### config.mk
export PLATFORM = sky130hd
export DESIGN_NAME = rv_pipe_top
export DESIGN_NICKNAME = d
export VERILOG_FILES = /design/src/rv_pkg.sv /design/src/ex_stage.sv /design/src/fetch_unit.sv /design/src/hazard_ctrl.sv /design/src/id_decode.sv /design/src/id_ex_buffer.sv /design/src/reg_file.sv /design/src/rv_pipe_top.sv
export SDC_FILE = /design/constraint.sdc
export NUM_CORES = 2
export LEC_CHECK = 0
export BUFFER_PORTS_ARGS = -buffer_cell sky130_fd_sc_hd__buf_2
export CAP_MARGIN = 5
export CORE_AREA = 2 2 444 336
export CTS_CLUSTER_DIAMETER = 80
export CTS_CLUSTER_SIZE = 16
export DETAILED_ROUTE_END_ITERATION = 6
export DIE_AREA = 0 0 446 338
export HOLD_SLACK_MARGIN = 0.06
export PLACE_DENSITY = 0.66
export SYNTH_ARGS = -nofsm -noshare
export SYNTH_HDL_FRONTEND = slang
export SYNTH_SLANG_ARGS = --single-unit
### constraint.sdc
create_clock -name clk -period 6.7 [get_ports clk]
set_input_delay 1.34 -clock clk [delete_from_list [all_inputs] [get_ports clk]]
set_output_delay 1.34 -clock clk [all_outputs]
set_load 0.005 [all_outputs]
### src/rv_pkg.sv
`default_nettype none

package rv_pkg;

    typedef logic [31:0] word_t;
    typedef logic [4:0]  reg_idx_t;

    typedef enum logic [3:0] {
        ALU_ADD,
        ALU_SUB,
        ALU_SLL,
        ALU_SLT,
        ALU_SLTU,
        ALU_XOR,
        ALU_SRL,
        ALU_SRA,
        ALU_OR,
        ALU_AND,
        ALU_PASSB
    } alu_ctrl_t;

    typedef enum logic [2:0] {
        BR_NONE,
        BR_EQ,
        BR_NE,
        BR_LT,
        BR_GE,
        BR_LTU,
        BR_GEU,
        BR_ALWAYS
    } br_func_t;

    // redirect target is pc + 4, pc + imm or rs1 + imm
    typedef enum logic [1:0] {
        PC_INC,
        PC_BRANCH,
        PC_REG
    } pc_source_t;

    typedef enum logic [1:0] {
        HZ_RUN,
        HZ_HOLD,
        HZ_REDIRECT
    } hz_state_t;

    typedef struct packed {
        reg_idx_t   rs1;
        reg_idx_t   rs2;
        reg_idx_t   rd;
        logic       reg_write;
        alu_ctrl_t  alu_ctrl;
        logic       alu_pc;
        logic       alu_imm;
        logic       link;
        br_func_t   br_func;
        pc_source_t pc_source;
    } ctrl_t;

    typedef struct packed {
        logic  valid;
        word_t pc;
        word_t instr;
    } if_id_t;

    typedef struct packed {
        logic  valid;
        ctrl_t ctrl;
        word_t pc;
        word_t rs1_data;
        word_t rs2_data;
        word_t imm;
    } id_ex_t;

    typedef struct packed {
        logic     valid;
        logic     reg_write;
        reg_idx_t rd;
        word_t    data;
    } wb_t;

endpackage

`default_nettype wire

### src/ex_stage.sv
`default_nettype none

module ex_stage (
    input  wire logic           clk,
    input  wire logic           rst_n,
    input  wire logic           stall,
    input  wire rv_pkg::id_ex_t id_ex,
    output rv_pkg::wb_t         wb,
    output logic                redirect,
    output rv_pkg::word_t       redirect_pc
);

    rv_pkg::wb_t   wb_q;
    rv_pkg::word_t rs1_val;
    rv_pkg::word_t rs2_val;
    rv_pkg::word_t op_a;
    rv_pkg::word_t op_b;
    rv_pkg::word_t alu_out;
    rv_pkg::word_t result;
    rv_pkg::word_t pc_plus4;
    logic          fwd_ok;
    logic          taken;

    // bypass from the instruction one ahead
    assign fwd_ok  = wb_q.valid && wb_q.reg_write && (wb_q.rd != '0);
    assign rs1_val = (fwd_ok && wb_q.rd == id_ex.ctrl.rs1) ? wb_q.data : id_ex.rs1_data;
    assign rs2_val = (fwd_ok && wb_q.rd == id_ex.ctrl.rs2) ? wb_q.data : id_ex.rs2_data;

    assign op_a     = id_ex.ctrl.alu_pc ? id_ex.pc : rs1_val;
    assign op_b     = id_ex.ctrl.alu_imm ? id_ex.imm : rs2_val;
    assign pc_plus4 = id_ex.pc + 32'd4;

    always_comb begin
        case (id_ex.ctrl.alu_ctrl)
            rv_pkg::ALU_SUB:   alu_out = op_a - op_b;
            rv_pkg::ALU_SLL:   alu_out = op_a << op_b[4:0];
            rv_pkg::ALU_SLT:   alu_out = {31'b0, $signed(op_a) < $signed(op_b)};
            rv_pkg::ALU_SLTU:  alu_out = {31'b0, op_a < op_b};
            rv_pkg::ALU_XOR:   alu_out = op_a ^ op_b;
            rv_pkg::ALU_SRL:   alu_out = op_a >> op_b[4:0];
            rv_pkg::ALU_SRA:   alu_out = $signed(op_a) >>> op_b[4:0];
            rv_pkg::ALU_OR:    alu_out = op_a | op_b;
            rv_pkg::ALU_AND:   alu_out = op_a & op_b;
            rv_pkg::ALU_PASSB: alu_out = op_b;
            default:           alu_out = op_a + op_b;
        endcase
    end

    assign result = id_ex.ctrl.link ? pc_plus4 : alu_out;

    always_comb begin
        case (id_ex.ctrl.br_func)
            rv_pkg::BR_EQ:     taken = (rs1_val == rs2_val);
            rv_pkg::BR_NE:     taken = (rs1_val != rs2_val);
            rv_pkg::BR_LT:     taken = $signed(rs1_val) < $signed(rs2_val);
            rv_pkg::BR_GE:     taken = $signed(rs1_val) >= $signed(rs2_val);
            rv_pkg::BR_LTU:    taken = rs1_val < rs2_val;
            rv_pkg::BR_GEU:    taken = rs1_val >= rs2_val;
            rv_pkg::BR_ALWAYS: taken = 1'b1;
            default:           taken = 1'b0;
        endcase
    end

    assign redirect = id_ex.valid && taken;

    always_comb begin
        case (id_ex.ctrl.pc_source)
            rv_pkg::PC_BRANCH: redirect_pc = id_ex.pc + id_ex.imm;
            rv_pkg::PC_REG:    redirect_pc = (rs1_val + id_ex.imm) & ~32'd1;
            default:           redirect_pc = pc_plus4;
        endcase
    end

    always_ff @(posedge clk or negedge rst_n) begin
        if (!rst_n) begin
            wb_q <= '0;
        end else if (!stall) begin
            wb_q.valid     <= id_ex.valid;
            wb_q.reg_write <= id_ex.valid && id_ex.ctrl.reg_write;
            wb_q.rd        <= id_ex.ctrl.rd;
            wb_q.data      <= result;
        end
    end

    // a held result is shown once, after the hold ends
    always_comb begin
        wb       = wb_q;
        wb.valid = wb_q.valid && !stall;
    end

    a_redirect_needs_valid: assert property (@(posedge clk) disable iff (!rst_n)
        redirect |-> id_ex.valid)
        else $error("redirect from an empty EX slot");

endmodule

`default_nettype wire

### src/fetch_unit.sv
`default_nettype none

module fetch_unit #(
    parameter rv_pkg::word_t reset_pc = '0
) (
    input  wire logic          clk,
    input  wire logic          rst_n,
    input  wire logic          stall,
    input  wire logic          flush,
    input  wire logic          redirect,
    input  wire rv_pkg::word_t redirect_pc,
    input  wire rv_pkg::word_t imem_data,
    output rv_pkg::word_t      imem_addr,
    output rv_pkg::if_id_t     if_id
);

    rv_pkg::word_t pc_q;

    assign imem_addr = pc_q;

    always_ff @(posedge clk or negedge rst_n) begin
        if (!rst_n) begin
            pc_q <= reset_pc;
        end else if (!stall) begin
            pc_q <= redirect ? redirect_pc : pc_q + 32'd4;
        end
    end

    // fetched word lands here one cycle after its address
    always_ff @(posedge clk or negedge rst_n) begin
        if (!rst_n) begin
            if_id <= '0;
        end else if (!stall) begin
            if_id.valid <= !flush;
            if_id.pc    <= pc_q;
            if_id.instr <= imem_data;
        end
    end

endmodule

`default_nettype wire

### src/hazard_ctrl.sv
`default_nettype none

module hazard_ctrl (
    input  wire logic clk,
    input  wire logic rst_n,
    input  wire logic hold,
    input  wire logic redirect,
    output logic      stall,
    output logic      flush
);

    rv_pkg::hz_state_t state;
    rv_pkg::hz_state_t state_nxt;

    // hold wins over everything
    assign stall = hold;
    assign flush = redirect && !hold && (state != rv_pkg::HZ_REDIRECT);

    always_comb begin
        if (hold) begin
            state_nxt = rv_pkg::HZ_HOLD;
        end else if (flush) begin
            state_nxt = rv_pkg::HZ_REDIRECT;
        end else begin
            state_nxt = rv_pkg::HZ_RUN;
        end
    end

    always_ff @(posedge clk or negedge rst_n) begin
        if (!rst_n) begin
            state <= rv_pkg::HZ_RUN;
        end else begin
            state <= state_nxt;
        end
    end

    a_no_stall_and_flush: assert property (@(posedge clk) disable iff (!rst_n)
        !(stall && flush))
        else $error("stall and flush raised together");

endmodule

`default_nettype wire

### src/id_decode.sv
`default_nettype none

module id_decode (
    input  wire rv_pkg::if_id_t if_id,
    output rv_pkg::ctrl_t       ctrl,
    output rv_pkg::word_t       imm
);

    localparam logic [6:0] OPC_OP     = 7'b0110011;
    localparam logic [6:0] OPC_OP_IMM = 7'b0010011;
    localparam logic [6:0] OPC_LUI    = 7'b0110111;
    localparam logic [6:0] OPC_AUIPC  = 7'b0010111;
    localparam logic [6:0] OPC_JAL    = 7'b1101111;
    localparam logic [6:0] OPC_JALR   = 7'b1100111;
    localparam logic [6:0] OPC_BRANCH = 7'b1100011;

    rv_pkg::word_t instr;
    logic [6:0]    opcode;
    logic [2:0]    funct3;

    assign instr  = if_id.instr;
    assign opcode = instr[6:0];
    assign funct3 = instr[14:12];

    // shared by OP and OP-IMM; addi has no sub form
    function automatic rv_pkg::alu_ctrl_t alu_op(input logic [2:0] f3, input logic alt,
                                                 input logic is_imm);
        rv_pkg::alu_ctrl_t op;
        case (f3)
            3'b000:  op = (alt && !is_imm) ? rv_pkg::ALU_SUB : rv_pkg::ALU_ADD;
            3'b001:  op = rv_pkg::ALU_SLL;
            3'b010:  op = rv_pkg::ALU_SLT;
            3'b011:  op = rv_pkg::ALU_SLTU;
            3'b100:  op = rv_pkg::ALU_XOR;
            3'b101:  op = alt ? rv_pkg::ALU_SRA : rv_pkg::ALU_SRL;
            3'b110:  op = rv_pkg::ALU_OR;
            default: op = rv_pkg::ALU_AND;
        endcase
        return op;
    endfunction

    always_comb begin
        ctrl           = '0;
        ctrl.alu_ctrl  = rv_pkg::ALU_ADD;
        ctrl.br_func   = rv_pkg::BR_NONE;
        ctrl.pc_source = rv_pkg::PC_INC;
        ctrl.rs1       = instr[19:15];
        ctrl.rs2       = instr[24:20];
        imm            = {{20{instr[31]}}, instr[31:20]};
        case (opcode)
            OPC_OP: begin
                ctrl.reg_write = 1'b1;
                ctrl.alu_ctrl  = alu_op(funct3, instr[30], 1'b0);
            end
            OPC_OP_IMM: begin
                ctrl.reg_write = 1'b1;
                ctrl.alu_imm   = 1'b1;
                ctrl.alu_ctrl  = alu_op(funct3, instr[30], 1'b1);
            end
            OPC_LUI, OPC_AUIPC: begin
                ctrl.reg_write = 1'b1;
                ctrl.alu_imm   = 1'b1;
                ctrl.alu_pc    = (opcode == OPC_AUIPC);
                ctrl.alu_ctrl  = (opcode == OPC_LUI) ? rv_pkg::ALU_PASSB : rv_pkg::ALU_ADD;
                imm            = {instr[31:12], 12'b0};
            end
            OPC_JAL: begin
                ctrl.reg_write = 1'b1;
                ctrl.link      = 1'b1;
                ctrl.br_func   = rv_pkg::BR_ALWAYS;
                ctrl.pc_source = rv_pkg::PC_BRANCH;
                imm = {{11{instr[31]}}, instr[31], instr[19:12], instr[20], instr[30:21], 1'b0};
            end
            OPC_JALR: begin
                ctrl.reg_write = 1'b1;
                ctrl.link      = 1'b1;
                ctrl.br_func   = rv_pkg::BR_ALWAYS;
                ctrl.pc_source = rv_pkg::PC_REG;
            end
            OPC_BRANCH: begin
                ctrl.pc_source = rv_pkg::PC_BRANCH;
                imm = {{19{instr[31]}}, instr[31], instr[7], instr[30:25], instr[11:8], 1'b0};
                case (funct3)
                    3'b000:  ctrl.br_func = rv_pkg::BR_EQ;
                    3'b001:  ctrl.br_func = rv_pkg::BR_NE;
                    3'b100:  ctrl.br_func = rv_pkg::BR_LT;
                    3'b101:  ctrl.br_func = rv_pkg::BR_GE;
                    3'b110:  ctrl.br_func = rv_pkg::BR_LTU;
                    3'b111:  ctrl.br_func = rv_pkg::BR_GEU;
                    default: ctrl.br_func = rv_pkg::BR_NONE;
                endcase
            end
            default: begin
            end
        endcase
        // non-writing instructions retire with rd zero
        ctrl.rd = ctrl.reg_write ? instr[11:7] : '0;
    end

    // a register-relative target only comes with an unconditional jump
    a_reg_target_is_jump: assert property (@(if_id)
        !(if_id.valid && ctrl.pc_source == rv_pkg::PC_REG) || ctrl.br_func == rv_pkg::BR_ALWAYS)
        else $error("PC_REG target decoded without BR_ALWAYS");

endmodule

`default_nettype wire

### src/id_ex_buffer.sv
`default_nettype none

module id_ex_buffer (
    input  wire logic          clk,
    input  wire logic          rst_n,
    input  wire logic          stall,
    input  wire logic          flush,
    input  wire logic          valid,
    input  wire rv_pkg::ctrl_t ctrl,
    input  wire rv_pkg::word_t pc,
    input  wire rv_pkg::word_t rs1_data,
    input  wire rv_pkg::word_t rs2_data,
    input  wire rv_pkg::word_t imm,
    output rv_pkg::id_ex_t     id_ex
);

    always_ff @(posedge clk or negedge rst_n) begin
        if (!rst_n) begin
            id_ex                <= '0;
            id_ex.ctrl.alu_ctrl  <= rv_pkg::ALU_ADD;
            id_ex.ctrl.br_func   <= rv_pkg::BR_NONE;
            id_ex.ctrl.pc_source <= rv_pkg::PC_INC;
        end else if (!stall) begin
            if (flush) begin
                // bubble; data fields are left as they were
                id_ex.valid          <= 1'b0;
                id_ex.ctrl.rs1       <= '0;
                id_ex.ctrl.rs2       <= '0;
                id_ex.ctrl.rd        <= '0;
                id_ex.ctrl.reg_write <= 1'b0;
                id_ex.ctrl.alu_ctrl  <= rv_pkg::ALU_ADD;
                id_ex.ctrl.alu_pc    <= 1'b0;
                id_ex.ctrl.alu_imm   <= 1'b0;
                id_ex.ctrl.link      <= 1'b0;
                id_ex.ctrl.br_func   <= rv_pkg::BR_NONE;
            end else begin
                id_ex.valid    <= valid;
                id_ex.ctrl     <= ctrl;
                id_ex.pc       <= pc;
                id_ex.rs1_data <= rs1_data;
                id_ex.rs2_data <= rs2_data;
                id_ex.imm      <= imm;
            end
        end
    end

endmodule

`default_nettype wire

### src/reg_file.sv
`default_nettype none

module reg_file (
    input  wire logic            clk,
    input  wire logic            rst_n,
    input  wire rv_pkg::reg_idx_t rs1,
    input  wire rv_pkg::reg_idx_t rs2,
    input  wire rv_pkg::wb_t     wb,
    output rv_pkg::word_t        rs1_data,
    output rv_pkg::word_t        rs2_data
);

    rv_pkg::word_t regs [31:1];
    logic          wr_en;

    assign wr_en = wb.valid && wb.reg_write && (wb.rd != '0);

    always_ff @(posedge clk) begin
        if (wr_en) begin
            regs[wb.rd] <= wb.data;
        end
    end

    // same-cycle write is visible to the reader
    function automatic rv_pkg::word_t read_port(input rv_pkg::reg_idx_t idx);
        if (idx == '0) begin
            return '0;
        end
        if (wr_en && wb.rd == idx) begin
            return wb.data;
        end
        return regs[idx];
    endfunction

    always_comb begin
        rs1_data = read_port(rs1);
        rs2_data = read_port(rs2);
    end

    a_x0_reads_zero: assert property (@(posedge clk) disable iff (!rst_n)
        (rs1 != '0 || rs1_data == '0) && (rs2 != '0 || rs2_data == '0))
        else $error("x0 read returned a non-zero value");

endmodule

`default_nettype wire

### src/rv_pipe_top.sv
`default_nettype none

module rv_pipe_top #(
    parameter rv_pkg::word_t reset_pc = '0
) (
    input  wire logic          clk,
    input  wire logic          rst_n,
    input  wire logic          hold,
    input  wire rv_pkg::word_t imem_data,
    output rv_pkg::word_t      imem_addr,
    output logic               retire_valid,
    output rv_pkg::reg_idx_t   retire_rd,
    output rv_pkg::word_t      retire_data
);

    rv_pkg::if_id_t if_id;
    rv_pkg::ctrl_t  ctrl;
    rv_pkg::word_t  imm;
    rv_pkg::word_t  rs1_data;
    rv_pkg::word_t  rs2_data;
    rv_pkg::id_ex_t id_ex;
    rv_pkg::wb_t    wb;
    rv_pkg::word_t  redirect_pc;
    logic           redirect;
    logic           stall;
    logic           flush;

    fetch_unit #(
        .reset_pc (reset_pc)
    ) u_fetch_unit (
        .clk         (clk),
        .rst_n       (rst_n),
        .stall       (stall),
        .flush       (flush),
        .redirect    (redirect),
        .redirect_pc (redirect_pc),
        .imem_data   (imem_data),
        .imem_addr   (imem_addr),
        .if_id       (if_id)
    );

    id_decode u_id_decode (
        .if_id (if_id),
        .ctrl  (ctrl),
        .imm   (imm)
    );

    reg_file u_reg_file (
        .clk      (clk),
        .rst_n    (rst_n),
        .rs1      (if_id.instr[19:15]),
        .rs2      (if_id.instr[24:20]),
        .wb       (wb),
        .rs1_data (rs1_data),
        .rs2_data (rs2_data)
    );

    id_ex_buffer u_id_ex_buffer (
        .clk      (clk),
        .rst_n    (rst_n),
        .stall    (stall),
        .flush    (flush),
        .valid    (if_id.valid),
        .ctrl     (ctrl),
        .pc       (if_id.pc),
        .rs1_data (rs1_data),
        .rs2_data (rs2_data),
        .imm      (imm),
        .id_ex    (id_ex)
    );

    ex_stage u_ex_stage (
        .clk         (clk),
        .rst_n       (rst_n),
        .stall       (stall),
        .id_ex       (id_ex),
        .wb          (wb),
        .redirect    (redirect),
        .redirect_pc (redirect_pc)
    );

    hazard_ctrl u_hazard_ctrl (
        .clk      (clk),
        .rst_n    (rst_n),
        .hold     (hold),
        .redirect (redirect),
        .stall    (stall),
        .flush    (flush)
    );

    assign retire_valid = wb.valid;
    assign retire_rd    = wb.rd;
    assign retire_data  = wb.data;

endmodule

`default_nettype wire

==> metrics.txt <==
Synth Cell Area 74200 µm²; cell chain of the critical path xor2_1 > nor4_1 > nand2_2 > buf_4 > mux2i_1 > a21oi_1 > ha_1 > nand3b_1 > a21oi_1 > o21ai_0 > buf_4 > a2111o_1 > a221oi_1 > buf_4 > a41oi_1 > a31oi_1 > xnor2_1 > nand2_1 > a221oi_1; Syn Nets 6203; crit path from u_ex_stage.wb[33]; maximum vdd drop 0.253 mV; Post-DP Area 77300 µm²; Distinct cells, synth 90; worst min path class primary input to async pin; multi-input logic area 34800 µm²; P_leak 29.2 nW; DRC 12; CP required 7.37 ns; P&R area growth vs syn 8.00%; TritonCTS Buffers 95; pin count of the biggest net entering global routing 154; Die Y 338 µm; register area 37200 µm²; CTS tree built; Routability Congestion 1.09; Yosys reg bits 1287; WL final 284000 µm; WHS 0.444 ns; fraction of the yosys area taken by sequential cells 0.501; DIE AREA 151000 µm²; HPWL Detailed 193000 µm; DRT antenna net count 0; initial antenna violation count 11; Tcrit/Tclk final 0.983; CP Capture Type register; main flop type after synthesis edfxtp_1; min cycle time layout 6.58 ns; Worst Path Buf+Inv 3; Port Buffer Count 104; CTS Sinks 1287; Clock Tree Buf Depth 3; violated checks DRC, slew limit; Mapped Cells 5970; status complete, but fails checks; total track usage 0.372; Clk pin slew, worst setup/hold paths 0.09 ns; RR Startpoint u_ex_stage.wb[33]; root buffer cell clkbuf_16; Clock Latency Late Sink 0.77 ns; worst-path fanout max 15; CP max stage cell a21oi_1; Max Slew Vio Count 1; Initial Util 0.506; count of final hold-check violations 0; Async SR Flop Fraction 0.229; Crit Path Category register to register; Yosys warnings 0; first drt pass iteration count 7; DR vias 56800; Vias/cell 7.19; Finished Cell Area 80100 µm²; first-pass GRT wire length 398000 µm; worst relative slew slack -0.122; max cap viols 0; vias in the first global route 52800; fin nets 6155; CTS Hold Buffers Added 0; RSZ-0062 raised after global routing no; post-DR wirelength/cell 35.9 µm; Die Width 446 µm; boundary pin count 105; Setup TNS Final 0 ns; clock skew 0.0583 ns; Top delay family on crit path compound AO/OA/AOI/OAI gates; number of DRC violations after detailed-routing iteration 0 9623; H-tree depth 3; Core ar. 147000 µm²; max frequency 152 MHz; Rows 122; slew of the pin with the lowest slew margin 1.68 ns; Mean Syn Cell Area 12.4 µm²; largest stage delay on the critical path 0.78 ns; GR Overflow Total 0; Worst Path Arrival 7.25 ns; layout cell share with drive strength beyond 1 0.185; Post-synth EDFFs 992; CP startpoint kind register; fillers 12100; most used cell, CP buf_4; setup violators final 0; PD cells 340 nW/µm²
==> timing repair <==
action	in CTS	in global routing
gates resized for setup	0	2
buffers inserted	0	0
setup endpoints to repair	0	34
hold endpoints to repair	0	0
==> layer usage <==
layer  routed length [µm]  track usage  vias to the layer above
met3                44900        0.147                      565
met5                  241      0.00889                        -
met4                10200        0.117                       10
met2               114000        0.500                     4195
li1                     -            -                    23100
met1               115000        0.547                    28900
==> logic make-up (layout without fill, tap and decap cells) <==
kind of cell,after synthesis,after routing,share of synthesized area
multiplexers,929,929,0.207
other,0,1,0
adder cells (fa/ha/maj),198,198,0.0338
AND/OR/NAND/NOR,1335,1336,0.0782
flip-flops,1287,1287,0.501
XOR/XNOR,143,143,0.0169
buffers and inverters,628,626,0.0348
AO/OA/AOI/OAI,1450,1450,0.128
==> cell type report <==
class,instances,share of cell area
Antenna cell,1,0.0000312
Tap cell,1922,0.0300
Multi-Input combinational cell,4056,0.434
Timing Repair Buffer,323,0.0294
Clock buffer,130,0.0313
Sequential cell,1287,0.464
Inverter,159,0.00748
Clock inverter,14,0.00291
==> synth_stat cells, types with 18 or more instances <==
library cell	count	area [µm²]
o211ai_1	42	315
clkbuf_1	288	1080
a21oi_1	393	1970
dfrtp_1	295	7380
o21a_1	18	135
o21ai_0	325	1630
inv_1	152	571
nor2_1	389	1460
xor2_1	53	464
edfxtp_1	992	29800
buf_2	44	220
and3_1	27	169
nor2b_1	35	219
nand2_1	589	2210
o41ai_1	18	158
a221o_1	21	210
mux2_2	86	968
a21o_1	70	526
a31oi_1	35	219
nand2b_1	29	181
o31ai_1	56	420
a22o_1	23	201
buf_1	94	353
nand3_1	81	405
nor3_1	51	255
o22ai_1	54	338
a211oi_1	100	751
buf_4	42	315
o221ai_1	51	447
nand4_1	43	269
xnor2_1	90	788
ha_1	194	2430
o21bai_1	27	203
or3_1	22	138
mux4_2	475	10700
mux2i_1	366	3660
a221oi_1	56	490
==> through the flow <==
stage               total power, mW  setup WS, ns  utilization  std cells
floorplan                      16.9          1.10            -       5970
global placement               21.2         0.537        0.528       7746
detailed placement             21.2         0.333        0.528       7746
CTS                            26.7         0.325        0.546       7890
global route                   28.0        0.0204        0.547       7891
finish                         27.2         0.116        0.547       7892
==> registers in the layout, summed over array words and instances (netlist names) <==
signal and cells:
u_fetch_unit.if_id 65, u_fetch_unit.imem_addr 32, u_reg_file.regs 992, u_hazard_ctrl.state 2, u_id_ex_buffer.id_ex 157, u_ex_stage.wb_q 1
u_ex_stage.wb 38
==> final timing paths <==
kind                                              to  slack (ns)  cells after the start
setup / recovery                   u_ex_stage.wb[29]        0.12                     19
hold / removal             u_id_ex_buffer.id_ex[121]        0.44                      1
hold reg to reg            u_id_ex_buffer.id_ex[124]        0.45                      2
max in group asynchronous     u_fetch_unit.if_id[22]        4.85                      2
min in group clk           u_id_ex_buffer.id_ex[124]        0.45                      2
setup reg to reg                   u_ex_stage.wb[29]        0.12                     19
==> report_power, final <==
part | total, mW | internal, mW | switching, mW | leakage [nW]
Combinational | 10.5 | 3.49 | 7.00 | 15.4
Sequential | 11.1 | 9.98 | 1.14 | 12.5
Clock | 5.62 | 2.68 | 2.94 | 1.32
==> cells in the final DEF, fill, tap and decap left out, types with 22 or more instances in the layout <==
cell type and count:
buf_4 205, dfrtp_1 284, or3_1 22, a211oi_1 100, nor2b_1 35, nand2_1 587
nand4_1 43, a22o_1 23, a21oi_1 391, nand2b_1 28, xnor2_1 90, nand3_1 81
ha_1 194, o31ai_1 56, mux2i_1 365, mux4_2 475, o221ai_1 51, o211ai_1 42
mux2_2 86, o21ai_0 323, buf_2 102, o22ai_1 54, a21o_1 70, o21bai_1 27
nor3_1 50, a31oi_1 35, clkbuf_1 35, xor2_1 53, inv_1 152, clkbuf_16 95
nor2_4 34, edfxtp_1 992, a221oi_1 56, nor2_1 351, and3_1 27
No activity file was read; power rests on OpenSTA's default activity.
